## src/hw/host_fifo_pkg.sv

```systemverilog
`default_nettype none

package host_fifo_pkg;

    // ------------------------------------------------------------------------
    // Incoming host word
    // ------------------------------------------------------------------------
    localparam logic [7:0] RX_MAGIC = 8'h77;    // Every routable word carries this

    // Type 1 is the config path, never routed here
    typedef enum logic [1:0] {
        RX_TLP  = 2'd0,
        RX_CFG  = 2'd1,
        RX_LOOP = 2'd2,
        RX_CMD  = 2'd3
    } rx_type_e;

    // Data view of the word, last bit of a TLP sits in ctx[0]
    typedef struct packed {
        logic [31:0] payload;                   // 63:32
        logic [19:0] rsvd;                      // 31:12
        logic [1:0]  ctx;                       // 11:10
        rx_type_e    rtype;                     // 9:8
        logic [7:0]  magic;                     // 7:0
    } rx_frame_t;

    // Command view, mask and value arrive byte swapped
    typedef struct packed {
        logic [15:0] value;                     // 63:48
        logic [15:0] mask;                      // 47:32
        logic [15:0] addr;                      // Byte address, bit 15 picks rw bank
        logic [1:0]  rsvd_hi;
        logic        wr_flag;                   // 13
        logic        rd_flag;                   // 12
        logic [1:0]  rsvd_lo;
        rx_type_e    rtype;
        logic [7:0]  magic;
    } cmd_frame_t;

    typedef union packed {
        rx_frame_t  frame;
        cmd_frame_t cmd;
    } rx_word_u;

    // ------------------------------------------------------------------------
    // Outgoing stream
    // ------------------------------------------------------------------------
    typedef enum logic [1:0] {
        TX_TLP  = 2'd0,
        TX_LOOP = 2'd2,
        TX_CMD  = 2'd3
    } tx_tag_e;

    typedef struct packed {
        logic [31:0] data;
        tx_tag_e     tag;
        logic [1:0]  ctx;
    } tx_word_t;

    // Loopback and response FIFO entry
    typedef struct packed {
        logic [1:0]  ctx;
        logic [31:0] data;
    } fifo_word_t;

    typedef struct packed {
        logic        valid;
        logic [31:0] data;
        logic        last;
    } tlp_out_t;

    typedef struct packed {
        logic        valid;
        logic [31:0] data;
        logic        first;
        logic        last;
    } tlp_in_t;

    // Register map
    localparam logic [15:0] RO_MAGIC = 16'hab89;
    localparam logic [15:0] RW_MAGIC = 16'hefcd;
    localparam int          RO_BYTES = 32;
    localparam int          RW_BYTES = 16;

    // Unsolicited responses
    localparam logic [15:0] RESP_SEND_COUNT_ADDR = 16'hfffe;
    localparam logic [15:0] RESP_INACT_ADDR      = 16'hffff;
    localparam logic [15:0] RESP_INACT_DATA      = 16'hcede;

endpackage

`default_nettype wire

```

## src/hw/ctl_regfile.sv

```systemverilog
`default_nettype none

module ctl_regfile import host_fifo_pkg::*; #(
    parameter logic [7:0] DEVICE_ID     = 8'h00,
    parameter logic [7:0] VERSION_MAJOR = 8'h00,
    parameter logic [7:0] VERSION_MINOR = 8'h00
) (
    input  wire logic     clk,
    input  wire logic     rst,
    input  wire logic     i_cmd_valid,
    input  wire rx_word_u i_cmd_word,
    output logic          o_cmd_rd_en,
    input  wire logic     i_resp_almost_full,
    output logic          o_resp_wr_en,
    output fifo_word_t    o_resp_din,
    input  wire logic     i_com_wr_en,
    input  wire logic     i_com_ready
);

    localparam int RO_BITS = RO_BYTES * 8;
    localparam int RW_BITS = RW_BYTES * 8;
    localparam int RO_IW   = $clog2(RO_BITS);
    localparam int RW_IW   = $clog2(RW_BITS);

    logic [63:0]        uptime;
    logic [63:0]        inact_base;
    logic [RO_BITS-1:0] ro;
    logic [RW_BITS-1:0] rw;

    logic [15:0]        cmd_addr;
    logic [15:0]        cmd_value;
    logic [15:0]        cmd_mask;
    logic [17:0]        cmd_bit;
    logic               f_rw;
    logic               in_range;
    logic               cmd_read;
    logic               cmd_write;
    logic [15:0]        rd_data;
    logic [RW_BITS-1:0] wr_sel;
    logic [RW_BITS-1:0] wr_val;
    logic [15:0]        sc_count;
    logic               send_go;
    logic               inact_go;

    // ------------------------------------------------------------------------
    // Read-only bank
    // ------------------------------------------------------------------------
    assign ro = {inact_base,                           // +018 inactivity base
                 uptime,                               // +010 uptime ticks
                 40'h0,                                // +00b slack
                 DEVICE_ID,                            // +00a
                 VERSION_MINOR,                        // +009
                 VERSION_MAJOR,                        // +008
                 32'(RO_BYTES),                        // +004 byte count
                 16'h0,
                 RO_MAGIC};                            // +000

    // Command decode, one command popped per cycle
    assign o_cmd_rd_en = i_cmd_valid;
    assign cmd_addr    = i_cmd_word.cmd.addr;
    assign cmd_value   = {i_cmd_word.cmd.value[7:0], i_cmd_word.cmd.value[15:8]};
    assign cmd_mask    = {i_cmd_word.cmd.mask[7:0], i_cmd_word.cmd.mask[15:8]};
    assign cmd_bit     = {cmd_addr[14:0], 3'b000};
    assign f_rw        = cmd_addr[15];
    assign in_range    = f_rw ? (cmd_bit <= 18'(RW_BITS - 16)) : (cmd_bit <= 18'(RO_BITS - 16));
    assign cmd_read    = i_cmd_valid & i_cmd_word.cmd.rd_flag;
    assign cmd_write   = i_cmd_valid & i_cmd_word.cmd.wr_flag & f_rw;   // ro bank ignores writes

    always_comb begin
        rd_data = 16'h0000;                            // Past the bank end
        if (in_range) begin
            rd_data = f_rw ? rw[cmd_bit[RW_IW-1:0] +: 16] : ro[cmd_bit[RO_IW-1:0] +: 16];
        end
    end

    assign wr_sel = RW_BITS'(cmd_mask) << cmd_bit[RW_IW-1:0];
    assign wr_val = RW_BITS'(cmd_value & cmd_mask) << cmd_bit[RW_IW-1:0];

    // ------------------------------------------------------------------------
    // Actions
    // ------------------------------------------------------------------------
    assign sc_count = rw[47:32];
    assign send_go  = rw[17] & (sc_count != 16'h0) & ~cmd_read & ~cmd_write
                      & ~i_resp_almost_full;
    assign inact_go = rw[16] & ((64'(rw[95:64]) + inact_base) < uptime)
                      & ~cmd_read & ~cmd_write & ~send_go & ~i_resp_almost_full;

    always_ff @(posedge clk) begin
        if (rst) begin
            uptime       <= '0;
            inact_base   <= '0;
            o_resp_wr_en <= 1'b0;
            rw           <= {{(RW_BITS - 16){1'b0}}, RW_MAGIC};
        end else begin
            uptime       <= uptime + 1'b1;
            if (i_com_wr_en | ~i_com_ready) begin
                inact_base <= uptime;                  // Output busy or stalled
            end
            o_resp_wr_en <= cmd_read | send_go | inact_go;
            if (cmd_write) begin
                rw <= (rw & ~wr_sel) | wr_val;         // Masked bits only
            end else if (send_go) begin
                rw[47:32] <= sc_count - 1'b1;
            end else if (inact_go) begin
                rw[16] <= 1'b0;                        // One shot
            end
        end
    end

    // Response payload
    always_ff @(posedge clk) begin
        o_resp_din.ctx <= 2'b00;
        if (cmd_read) begin
            o_resp_din.data <= {cmd_addr, rd_data[7:0], rd_data[15:8]};
        end else if (send_go) begin
            o_resp_din.data <= {RESP_SEND_COUNT_ADDR, sc_count};
        end else if (inact_go) begin
            o_resp_din.data <= {RESP_INACT_ADDR, RESP_INACT_DATA};
        end
    end

endmodule

`default_nettype wire

```

## src/hw/host_fifo_ctl.sv

```systemverilog
`default_nettype none

module host_fifo_ctl import host_fifo_pkg::*; #(
    parameter logic [7:0] DEVICE_ID     = 8'h03,
    parameter logic [7:0] VERSION_MAJOR = 8'h04,
    parameter logic [7:0] VERSION_MINOR = 8'h0e,
    parameter int         FIFO_DEPTH    = 16
) (
    input  wire logic     clk,
    input  wire logic     rst,
    input  wire logic     i_com_valid,
    input  wire rx_word_u i_com_word,
    input  wire logic     i_com_ready,
    output tx_word_t      o_com_word,
    output logic          o_com_wr_en,
    output tlp_out_t      o_tlp,
    input  wire tlp_in_t  i_tlp,
    output logic          o_tlp_rd_en
);

    logic       loop_wr_en, loop_rd_en, loop_valid;
    fifo_word_t loop_din, loop_dout;
    logic       cmd_rx_wr_en, cmd_rx_rd_en, cmd_rx_valid;
    rx_word_u   cmd_rx_dout;
    logic       resp_wr_en, resp_rd_en, resp_valid, resp_almost_full;
    fifo_word_t resp_din, resp_dout;

    // ------------------------------------------------------------------------
    // Receive side
    // ------------------------------------------------------------------------
    rx_router u_rx_router (
        .clk(clk), .rst(rst), .i_com_valid(i_com_valid), .i_com_word(i_com_word),
        .o_tlp(o_tlp), .o_loop_wr_en(loop_wr_en), .o_loop_din(loop_din),
        .o_cmd_wr_en(cmd_rx_wr_en)
    );

    sync_fifo #(.WIDTH($bits(fifo_word_t)), .DEPTH(FIFO_DEPTH)) u_loop_fifo (
        .clk(clk), .rst(rst), .i_wr_en(loop_wr_en), .i_din(loop_din),
        .i_rd_en(loop_rd_en), .o_dout(loop_dout), .o_valid(loop_valid), .o_almost_full()
    );

    sync_fifo #(.WIDTH($bits(rx_word_u)), .DEPTH(FIFO_DEPTH)) u_cmd_rx_fifo (
        .clk(clk), .rst(rst), .i_wr_en(cmd_rx_wr_en), .i_din(i_com_word),   // Raw word
        .i_rd_en(cmd_rx_rd_en), .o_dout(cmd_rx_dout), .o_valid(cmd_rx_valid),
        .o_almost_full()
    );

    // Register file and its responses
    ctl_regfile #(
        .DEVICE_ID(DEVICE_ID), .VERSION_MAJOR(VERSION_MAJOR), .VERSION_MINOR(VERSION_MINOR)
    ) u_ctl_regfile (
        .clk(clk), .rst(rst), .i_cmd_valid(cmd_rx_valid), .i_cmd_word(cmd_rx_dout),
        .o_cmd_rd_en(cmd_rx_rd_en), .i_resp_almost_full(resp_almost_full),
        .o_resp_wr_en(resp_wr_en), .o_resp_din(resp_din),
        .i_com_wr_en(o_com_wr_en), .i_com_ready(i_com_ready)
    );

    sync_fifo #(.WIDTH($bits(fifo_word_t)), .DEPTH(FIFO_DEPTH)) u_cmd_tx_fifo (
        .clk(clk), .rst(rst), .i_wr_en(resp_wr_en), .i_din(resp_din),
        .i_rd_en(resp_rd_en), .o_dout(resp_dout), .o_valid(resp_valid),
        .o_almost_full(resp_almost_full)
    );

    // Transmit merge toward the host
    tx_arbiter u_tx_arbiter (
        .clk(clk), .rst(rst), .i_com_ready(i_com_ready),
        .i_tlp(i_tlp), .o_tlp_rd_en(o_tlp_rd_en),
        .i_loop_valid(loop_valid), .i_loop_dout(loop_dout), .o_loop_rd_en(loop_rd_en),
        .i_cmd_valid(resp_valid), .i_cmd_dout(resp_dout), .o_cmd_rd_en(resp_rd_en),
        .o_com_word(o_com_word), .o_com_wr_en(o_com_wr_en)
    );

endmodule

`default_nettype wire

```

## src/hw/rx_router.sv

```systemverilog
`default_nettype none

module rx_router import host_fifo_pkg::*; (
    input  wire logic     clk,
    input  wire logic     rst,
    input  wire logic     i_com_valid,
    input  wire rx_word_u i_com_word,
    output tlp_out_t      o_tlp,
    output logic          o_loop_wr_en,
    output fifo_word_t    o_loop_din,
    output logic          o_cmd_wr_en
);

    logic magic_ok;
    logic tlp_hit;

    // CFG and bad magic fall through unrouted
    assign magic_ok     = i_com_valid & (i_com_word.frame.magic == RX_MAGIC);
    assign tlp_hit      = magic_ok & (i_com_word.frame.rtype == RX_TLP);
    assign o_loop_wr_en = magic_ok & (i_com_word.frame.rtype == RX_LOOP);
    assign o_cmd_wr_en  = magic_ok & (i_com_word.frame.rtype == RX_CMD);

    assign o_loop_din.ctx  = i_com_word.frame.ctx;
    assign o_loop_din.data = i_com_word.frame.payload;

    // TLP out one cycle after the accepting edge
    always_ff @(posedge clk) begin
        if (tlp_hit) begin
            o_tlp.data <= i_com_word.frame.payload;
            o_tlp.last <= i_com_word.frame.ctx[0];     // Last flag rides in ctx bit 0
        end
        if (rst) begin
            o_tlp.valid <= 1'b0;
        end else begin
            o_tlp.valid <= tlp_hit;
        end
    end

endmodule

`default_nettype wire

```

## src/hw/sync_fifo.sv

```systemverilog
`default_nettype none

module sync_fifo #(
    parameter int WIDTH = 34,
    parameter int DEPTH = 16
) (
    input  wire logic             clk,
    input  wire logic             rst,
    input  wire logic             i_wr_en,
    input  wire logic [WIDTH-1:0] i_din,
    input  wire logic             i_rd_en,
    output logic      [WIDTH-1:0] o_dout,
    output logic                  o_valid,
    output logic                  o_almost_full
);

    localparam int AW = (DEPTH > 1) ? $clog2(DEPTH) : 1;
    localparam int CW = $clog2(DEPTH + 1);

    logic [WIDTH-1:0] mem [DEPTH];
    logic [AW-1:0]    wr_ptr;
    logic [AW-1:0]    rd_ptr;
    logic [CW-1:0]    count;
    logic             do_wr;
    logic             do_rd;

    assign do_wr = i_wr_en & (count != CW'(DEPTH));    // Full drops the word
    assign do_rd = i_rd_en & o_valid;

    always_ff @(posedge clk) begin
        if (do_wr) begin
            mem[wr_ptr] <= i_din;
        end
    end

    always_ff @(posedge clk) begin
        if (rst) begin
            wr_ptr <= '0;
            rd_ptr <= '0;
            count  <= '0;
        end else begin
            if (do_wr) begin
                wr_ptr <= (wr_ptr == AW'(DEPTH - 1)) ? '0 : wr_ptr + 1'b1;
            end
            if (do_rd) begin
                rd_ptr <= (rd_ptr == AW'(DEPTH - 1)) ? '0 : rd_ptr + 1'b1;
            end
            case ({do_wr, do_rd})
                2'b10:   count <= count + 1'b1;
                2'b01:   count <= count - 1'b1;
                default: count <= count;
            endcase
        end
    end

    // First word fall through
    assign o_dout        = mem[rd_ptr];
    assign o_valid       = (count != '0);
    assign o_almost_full = (count >= CW'(DEPTH - 1));  // One slot left

endmodule

`default_nettype wire

```

## src/hw/tx_arbiter.sv

```systemverilog
`default_nettype none

module tx_arbiter import host_fifo_pkg::*; (
    input  wire logic       clk,
    input  wire logic       rst,
    input  wire logic       i_com_ready,
    input  wire tlp_in_t    i_tlp,
    output logic            o_tlp_rd_en,
    input  wire logic       i_loop_valid,
    input  wire fifo_word_t i_loop_dout,
    output logic            o_loop_rd_en,
    input  wire logic       i_cmd_valid,
    input  wire fifo_word_t i_cmd_dout,
    output logic            o_cmd_rd_en,
    output tx_word_t        o_com_word,
    output logic            o_com_wr_en
);

    logic     take_any;
    tx_word_t next_word;

    // ------------------------------------------------------------------------
    // Fixed priority pick: TLP, loopback, command
    // ------------------------------------------------------------------------
    assign o_tlp_rd_en  = i_com_ready & i_tlp.valid;
    assign o_loop_rd_en = i_com_ready & ~i_tlp.valid & i_loop_valid;
    assign o_cmd_rd_en  = i_com_ready & ~i_tlp.valid & ~i_loop_valid & i_cmd_valid;
    assign take_any     = o_tlp_rd_en | o_loop_rd_en | o_cmd_rd_en;

    always_comb begin
        if (i_tlp.valid) begin
            next_word.data = i_tlp.data;
            next_word.tag  = TX_TLP;
            next_word.ctx  = {i_tlp.first, i_tlp.last};
        end else if (i_loop_valid) begin
            next_word.data = i_loop_dout.data;
            next_word.tag  = TX_LOOP;
            next_word.ctx  = i_loop_dout.ctx;
        end else begin
            next_word.data = i_cmd_dout.data;
            next_word.tag  = TX_CMD;
            next_word.ctx  = i_cmd_dout.ctx;
        end
    end

    // Output word lands the cycle after the pop
    always_ff @(posedge clk) begin
        if (take_any) begin
            o_com_word <= next_word;
        end
        if (rst) begin
            o_com_wr_en <= 1'b0;
        end else begin
            o_com_wr_en <= take_any;                   // Ready low holds every source
        end
    end

endmodule

`default_nettype wire

```

## config.mk

```make
export PLATFORM = sky130hd
export DESIGN_NAME = host_fifo_ctl
export DESIGN_NICKNAME = d
export VERILOG_FILES = /design/src/hw/host_fifo_pkg.sv /design/src/hw/ctl_regfile.sv /design/src/hw/host_fifo_ctl.sv /design/src/hw/rx_router.sv /design/src/hw/sync_fifo.sv /design/src/hw/tx_arbiter.sv
export SDC_FILE = /design/constraint.sdc
export NUM_CORES = 2
export LEC_CHECK = 0
export ABC_AREA = 1
export BUFFER_PORTS_ARGS = -buffer_cell sky130_fd_sc_hd__buf_2
export CAP_MARGIN = 25
export CORE_MARGIN = 3
export CORE_UTILIZATION = 40
export CTS_BUF_LIST = sky130_fd_sc_hd__clkbuf_8
export CTS_CLUSTER_SIZE = 10
export DETAILED_ROUTE_END_ITERATION = 10
export PLACE_DENSITY = 0.64
export RECOVER_POWER = 25
export REMOVE_ABC_BUFFERS = 1
export SETUP_SLACK_MARGIN = 0.3
export SYNTH_ARGS = -nofsm -noshare
export SYNTH_HDL_FRONTEND = slang
export SYNTH_SLANG_ARGS = --single-unit
```

## constraint.sdc

```tcl
create_clock -name clk -period 6.7 [get_ports clk]
set_input_delay 1.675 -clock clk [delete_from_list [all_inputs] [get_ports clk]]
set_output_delay 1.675 -clock clk [all_outputs]
set_load 0.03 [all_outputs]
```

==> impl_results.md <==
* Cell repeated most along the worst path: nand2_1
* TritonRoute pass-1 iters at 9
* Die Area at 260000 sq um
* Number of antenna violations at the first check in global routing at 9
* Max_cap viols at 7
* Worst Hold Class: register to register
* Syn_area_per_cell at 10.6 sq um
* Failing checks: capacitance limit, slew limit
* Slowest cell on crit path: o21ai_0
* Kind of critical path: register to register
* Root buffer cell: clkbuf_8
* Top post-synthesis cells by area: edfxtp_1 58%, o21ai_0 6.3%, dfxtp_1 6.1%, nand2_1 5.1%, a21oi_1 3.4%
* Worst Setup EP: u_ctl_regfile.o_resp_din[14]
* Yosys cell types at 58
* Boundary Pins at 175
* Peak supply drop at 0.298 mV
* TNS Setup at 0 ns
* CTS buffer count at 378
* Cts hold-fix bufs at 0
* Bufs on Longest Clock Path at 4
* P_leak at 39.1 nW
* Seq. cell area at 65000 sq um
* Area of the multi-input gates at 31500 sq um
* CTS-repair resized insts at 0
* DRT iter0 DRCs at 8840
* Post-synth EDFFs at 1957
* Warnings from Yosys at 0
* Area share of the largest cell type after synthesis at 0.579
* Synth Cell Area at 102000 sq um
* Final wirelength at 313000 um
* Post-DP Area at 106000 sq um
* Max-slew headroom at -1.06
* Vias in the first global route at 71500
* RSZ-0062 raised after global routing: false
* CP Max Fanout at 32
* First-pass GRT wire length at 459000 um
* Worst-path clk slew at 0.07 ns
* Slew @ Worst Pin at 3.09 ns
* CP startpoint: u_ctl_regfile.inact_base[0]
* CP Capture Type: register
* Die X at 510 um
* Final ANT Viol Nets at 0
* Tmin final at 5.66 ns
* Critical path startpoint category: register
* Final hold viol count at 0
* Post-CTS setup buffer count at 0
* Reg-to-reg slack, setup at 1.04 ns
* Pwr/cell area at 385 nW/um^2
* GP Congestion at 0.972
* Slowest cell delay on critical path at 0.53 ns
* Max Clock Freq at 177 MHz
* DIE HEIGHT at 510 um
* Clk sinks at 2267
* End of the worst register-to-register path: u_ctl_regfile.o_resp_din[14]
* Post-synthesis register bit count at 2267
* DR vias/cell at 5.61
* Port buffer count at 172
* R2R Path Start: u_ctl_regfile.inact_base[0]
* HPWL Detailed at 195000 um
* Post-route cell area at 113000 sq um
* Area Overhead vs Synth at 11.2%
* Synthesized instance count at 9540
* Reg2Reg Depth at 28
* CTS tree: done
* Largest net degree at the start of global routing at 203
* Initial Util at 0.403
* Tot Pwr at 43.4 mW
* Clock skew at 0.106 ns
* Largest area contributor in the netlist: edfxtp_1
* Post-synthesis sequential area ratio at 0.640
* Share of layout cells above drive strength 1 at 0.0898
* Area of the core at 252000 sq um
* Main synth FF type: edfxtp_1
* Post-route clock period utilization at 0.845
* Status: finished, violations left
* Post-synth ARST share at 0
* Final #Nets at 9923
* Site Rows at 184
* Slew Limit Fails at 209
* GR Overflow Total at 0
* WP data required at 7.27 ns
* Clock latency on the worst-skew pair at 1.01 ns
* Setup violators final at 0
* H-tree depth at 5
* GRT Total Usage at 0.233
* Via count at 74896
* Crit path DAT at 6.23 ns
* Avg WL per Cell at 23.5 um
* DRC at 0
* # fillers at 23368
## report_power, final
part           internal [mW]  switching [mW]
Clock                   5.97            5.58
Sequential              16.4           0.917
Combinational           3.80            10.7
## routing by layer
metal,global-route usage,vias up,share of wire
li1,-,34195,-
met1,0.316,36582,0.41
met2,0.375,3417,0.47
met3,0.0392,696,0.083
met4,0.0889,6,0.040
met5,0,-,0.00012
## critical path, delay by kind of cell, from the launching register on
| kind | cells | cell delay (ns) |
|---|---|---|
| xor gates and xnor gates | 1 | 0.15 |
| buffers and inverters | 6 | 0.94 |
| AOI/OAI and AO/OA | 6 | 1.53 |
| DFF | 1 | 0.41 |
| and+or+nand+nor | 12 | 1.39 |
| adders and majority gates | 3 | 0.88 |
## registers in the layout (all words and copies together) (netlist names), 4 cells and up, named ones only
name	cells
u_loop_fifo.mem	544
u_loop_fifo.rd_ptr	4
u_ctl_regfile.rw	128
u_loop_fifo.count	5
u_cmd_tx_fifo.count	5
u_cmd_rx_fifo.rd_ptr	4
u_cmd_rx_fifo.wr_ptr	4
u_ctl_regfile.o_resp_din	32
u_cmd_tx_fifo.mem	512
u_ctl_regfile.uptime	64
u_ctl_regfile.inact_base	64
u_cmd_rx_fifo.count	5
u_cmd_tx_fifo.rd_ptr	4
u_cmd_tx_fifo.wr_ptr	4
u_tx_arbiter.o_com_word	36
u_rx_router.o_tlp	34
u_loop_fifo.wr_ptr	4
u_cmd_rx_fifo.mem	800
## how the worst min path moves through the flow
| stage | from | endpoint | slack [ns] | cells past startpoint |
|---|---|---|---|---|
| final | u_ctl_regfile.rw[111] | u_ctl_regfile.rw[111] | 0.47 | 2 |
| after global routing | u_ctl_regfile.rw[111] | u_ctl_regfile.rw[111] | 0.49 | 2 |
| after CTS | u_ctl_regfile.rw[111] | u_ctl_regfile.rw[111] | 0.47 | 2 |
| after detailed placement | u_ctl_regfile.rw[111] | u_ctl_regfile.rw[111] | 0.46 | 2 |
| after global placement | u_ctl_regfile.rw[111] | u_ctl_regfile.rw[111] | 0.46 | 2 |
| after floorplan | u_ctl_regfile.rw[6] | u_ctl_regfile.rw[6] | 0.42 | 2 |
## synthesized netlist by cell type (all sizes together), types with 9 or more instances
library cell / number
o221ai: 45
nor4: 24
o21a: 11
buf: 281
o22ai: 73
dfxtp: 310
nand3b: 18
nand3: 533
nor2: 914
ha: 128
xnor2: 16
edfxtp: 1957
nand4: 43
clkbuf: 293
nor3b: 9
a211oi: 9
xor2: 74
inv: 734
a31oi: 30
mux2i: 263
a21oi: 690
o211ai: 272
nand2: 1377
o21ai: 1304
nor3: 93
## cells by family after synthesis
logic type / Yosys count / synth area share
compound gates: 2458 / 0.132
mux: 263 / 0.0259
simple gates: 3017 / 0.123
xor+xnor: 90 / 0.00776
buf+inv: 1313 / 0.0545
fa+ha+maj: 132 / 0.0166
flops: 2267 / 0.640
## final cells by class
class	instances	area share
Tap cell	3348	0.0371
Timing Repair Buffer	342	0.0211
Clock inverter	276	0.0131
Multi-Input combinational cell	5960	0.279
Antenna cell	4	0.0000887
Clock buffer	403	0.0491
Sequential cell	2267	0.576
Inverter	739	0.0248
## per-stage QoR
stage               hold WS, ns  cells  setup WS [ns]  utilization
global route              0.487  13337          0.618        0.448
floorplan                 0.424   8966         -13.25            -
detailed placement        0.459  12652           1.12        0.420
finish                    0.468  13339           1.04        0.448
global placement          0.456  12646           1.06        0.420
CTS                       0.468  13331           1.07        0.448
## placed cells by master (no fill, tap or decap), types with 7 or more instances in the layout
cell type,Yosys,final
o21a_1,11,11
nor4_1,23,23
a21oi_1,690,689
mux2i_1,263,263
dfxtp_1,310,300
buf_12,0,19
clkinvlp_4,0,13
nor2_4,3,53
o211ai_1,272,272
o22ai_1,69,69
o21ai_1,23,24
nand3b_1,18,18
inv_1,726,853
nand4_1,42,42
nor3_1,90,88
nand2_1,1373,1368
bufinv_16,0,11
nor2_2,7,9
clkbuf_8,0,403
clkinv_1,5,76
clkbuf_1,293,34
buf_2,161,138
nor2_1,904,852
a211oi_1,9,9
nand2_2,4,7
ha_1,128,128
o221ai_1,45,45
buf_4,42,148
inv_2,7,7
xor2_1,74,74
nand3_1,531,531
nor3b_1,9,9
dfxtp_4,0,8
a31oi_1,30,30
clkinv_2,0,42
o21ai_0,1278,1277
edfxtp_1,1957,1957
xnor2_1,16,16
No activity file was read; power rests on OpenSTA's default activity.
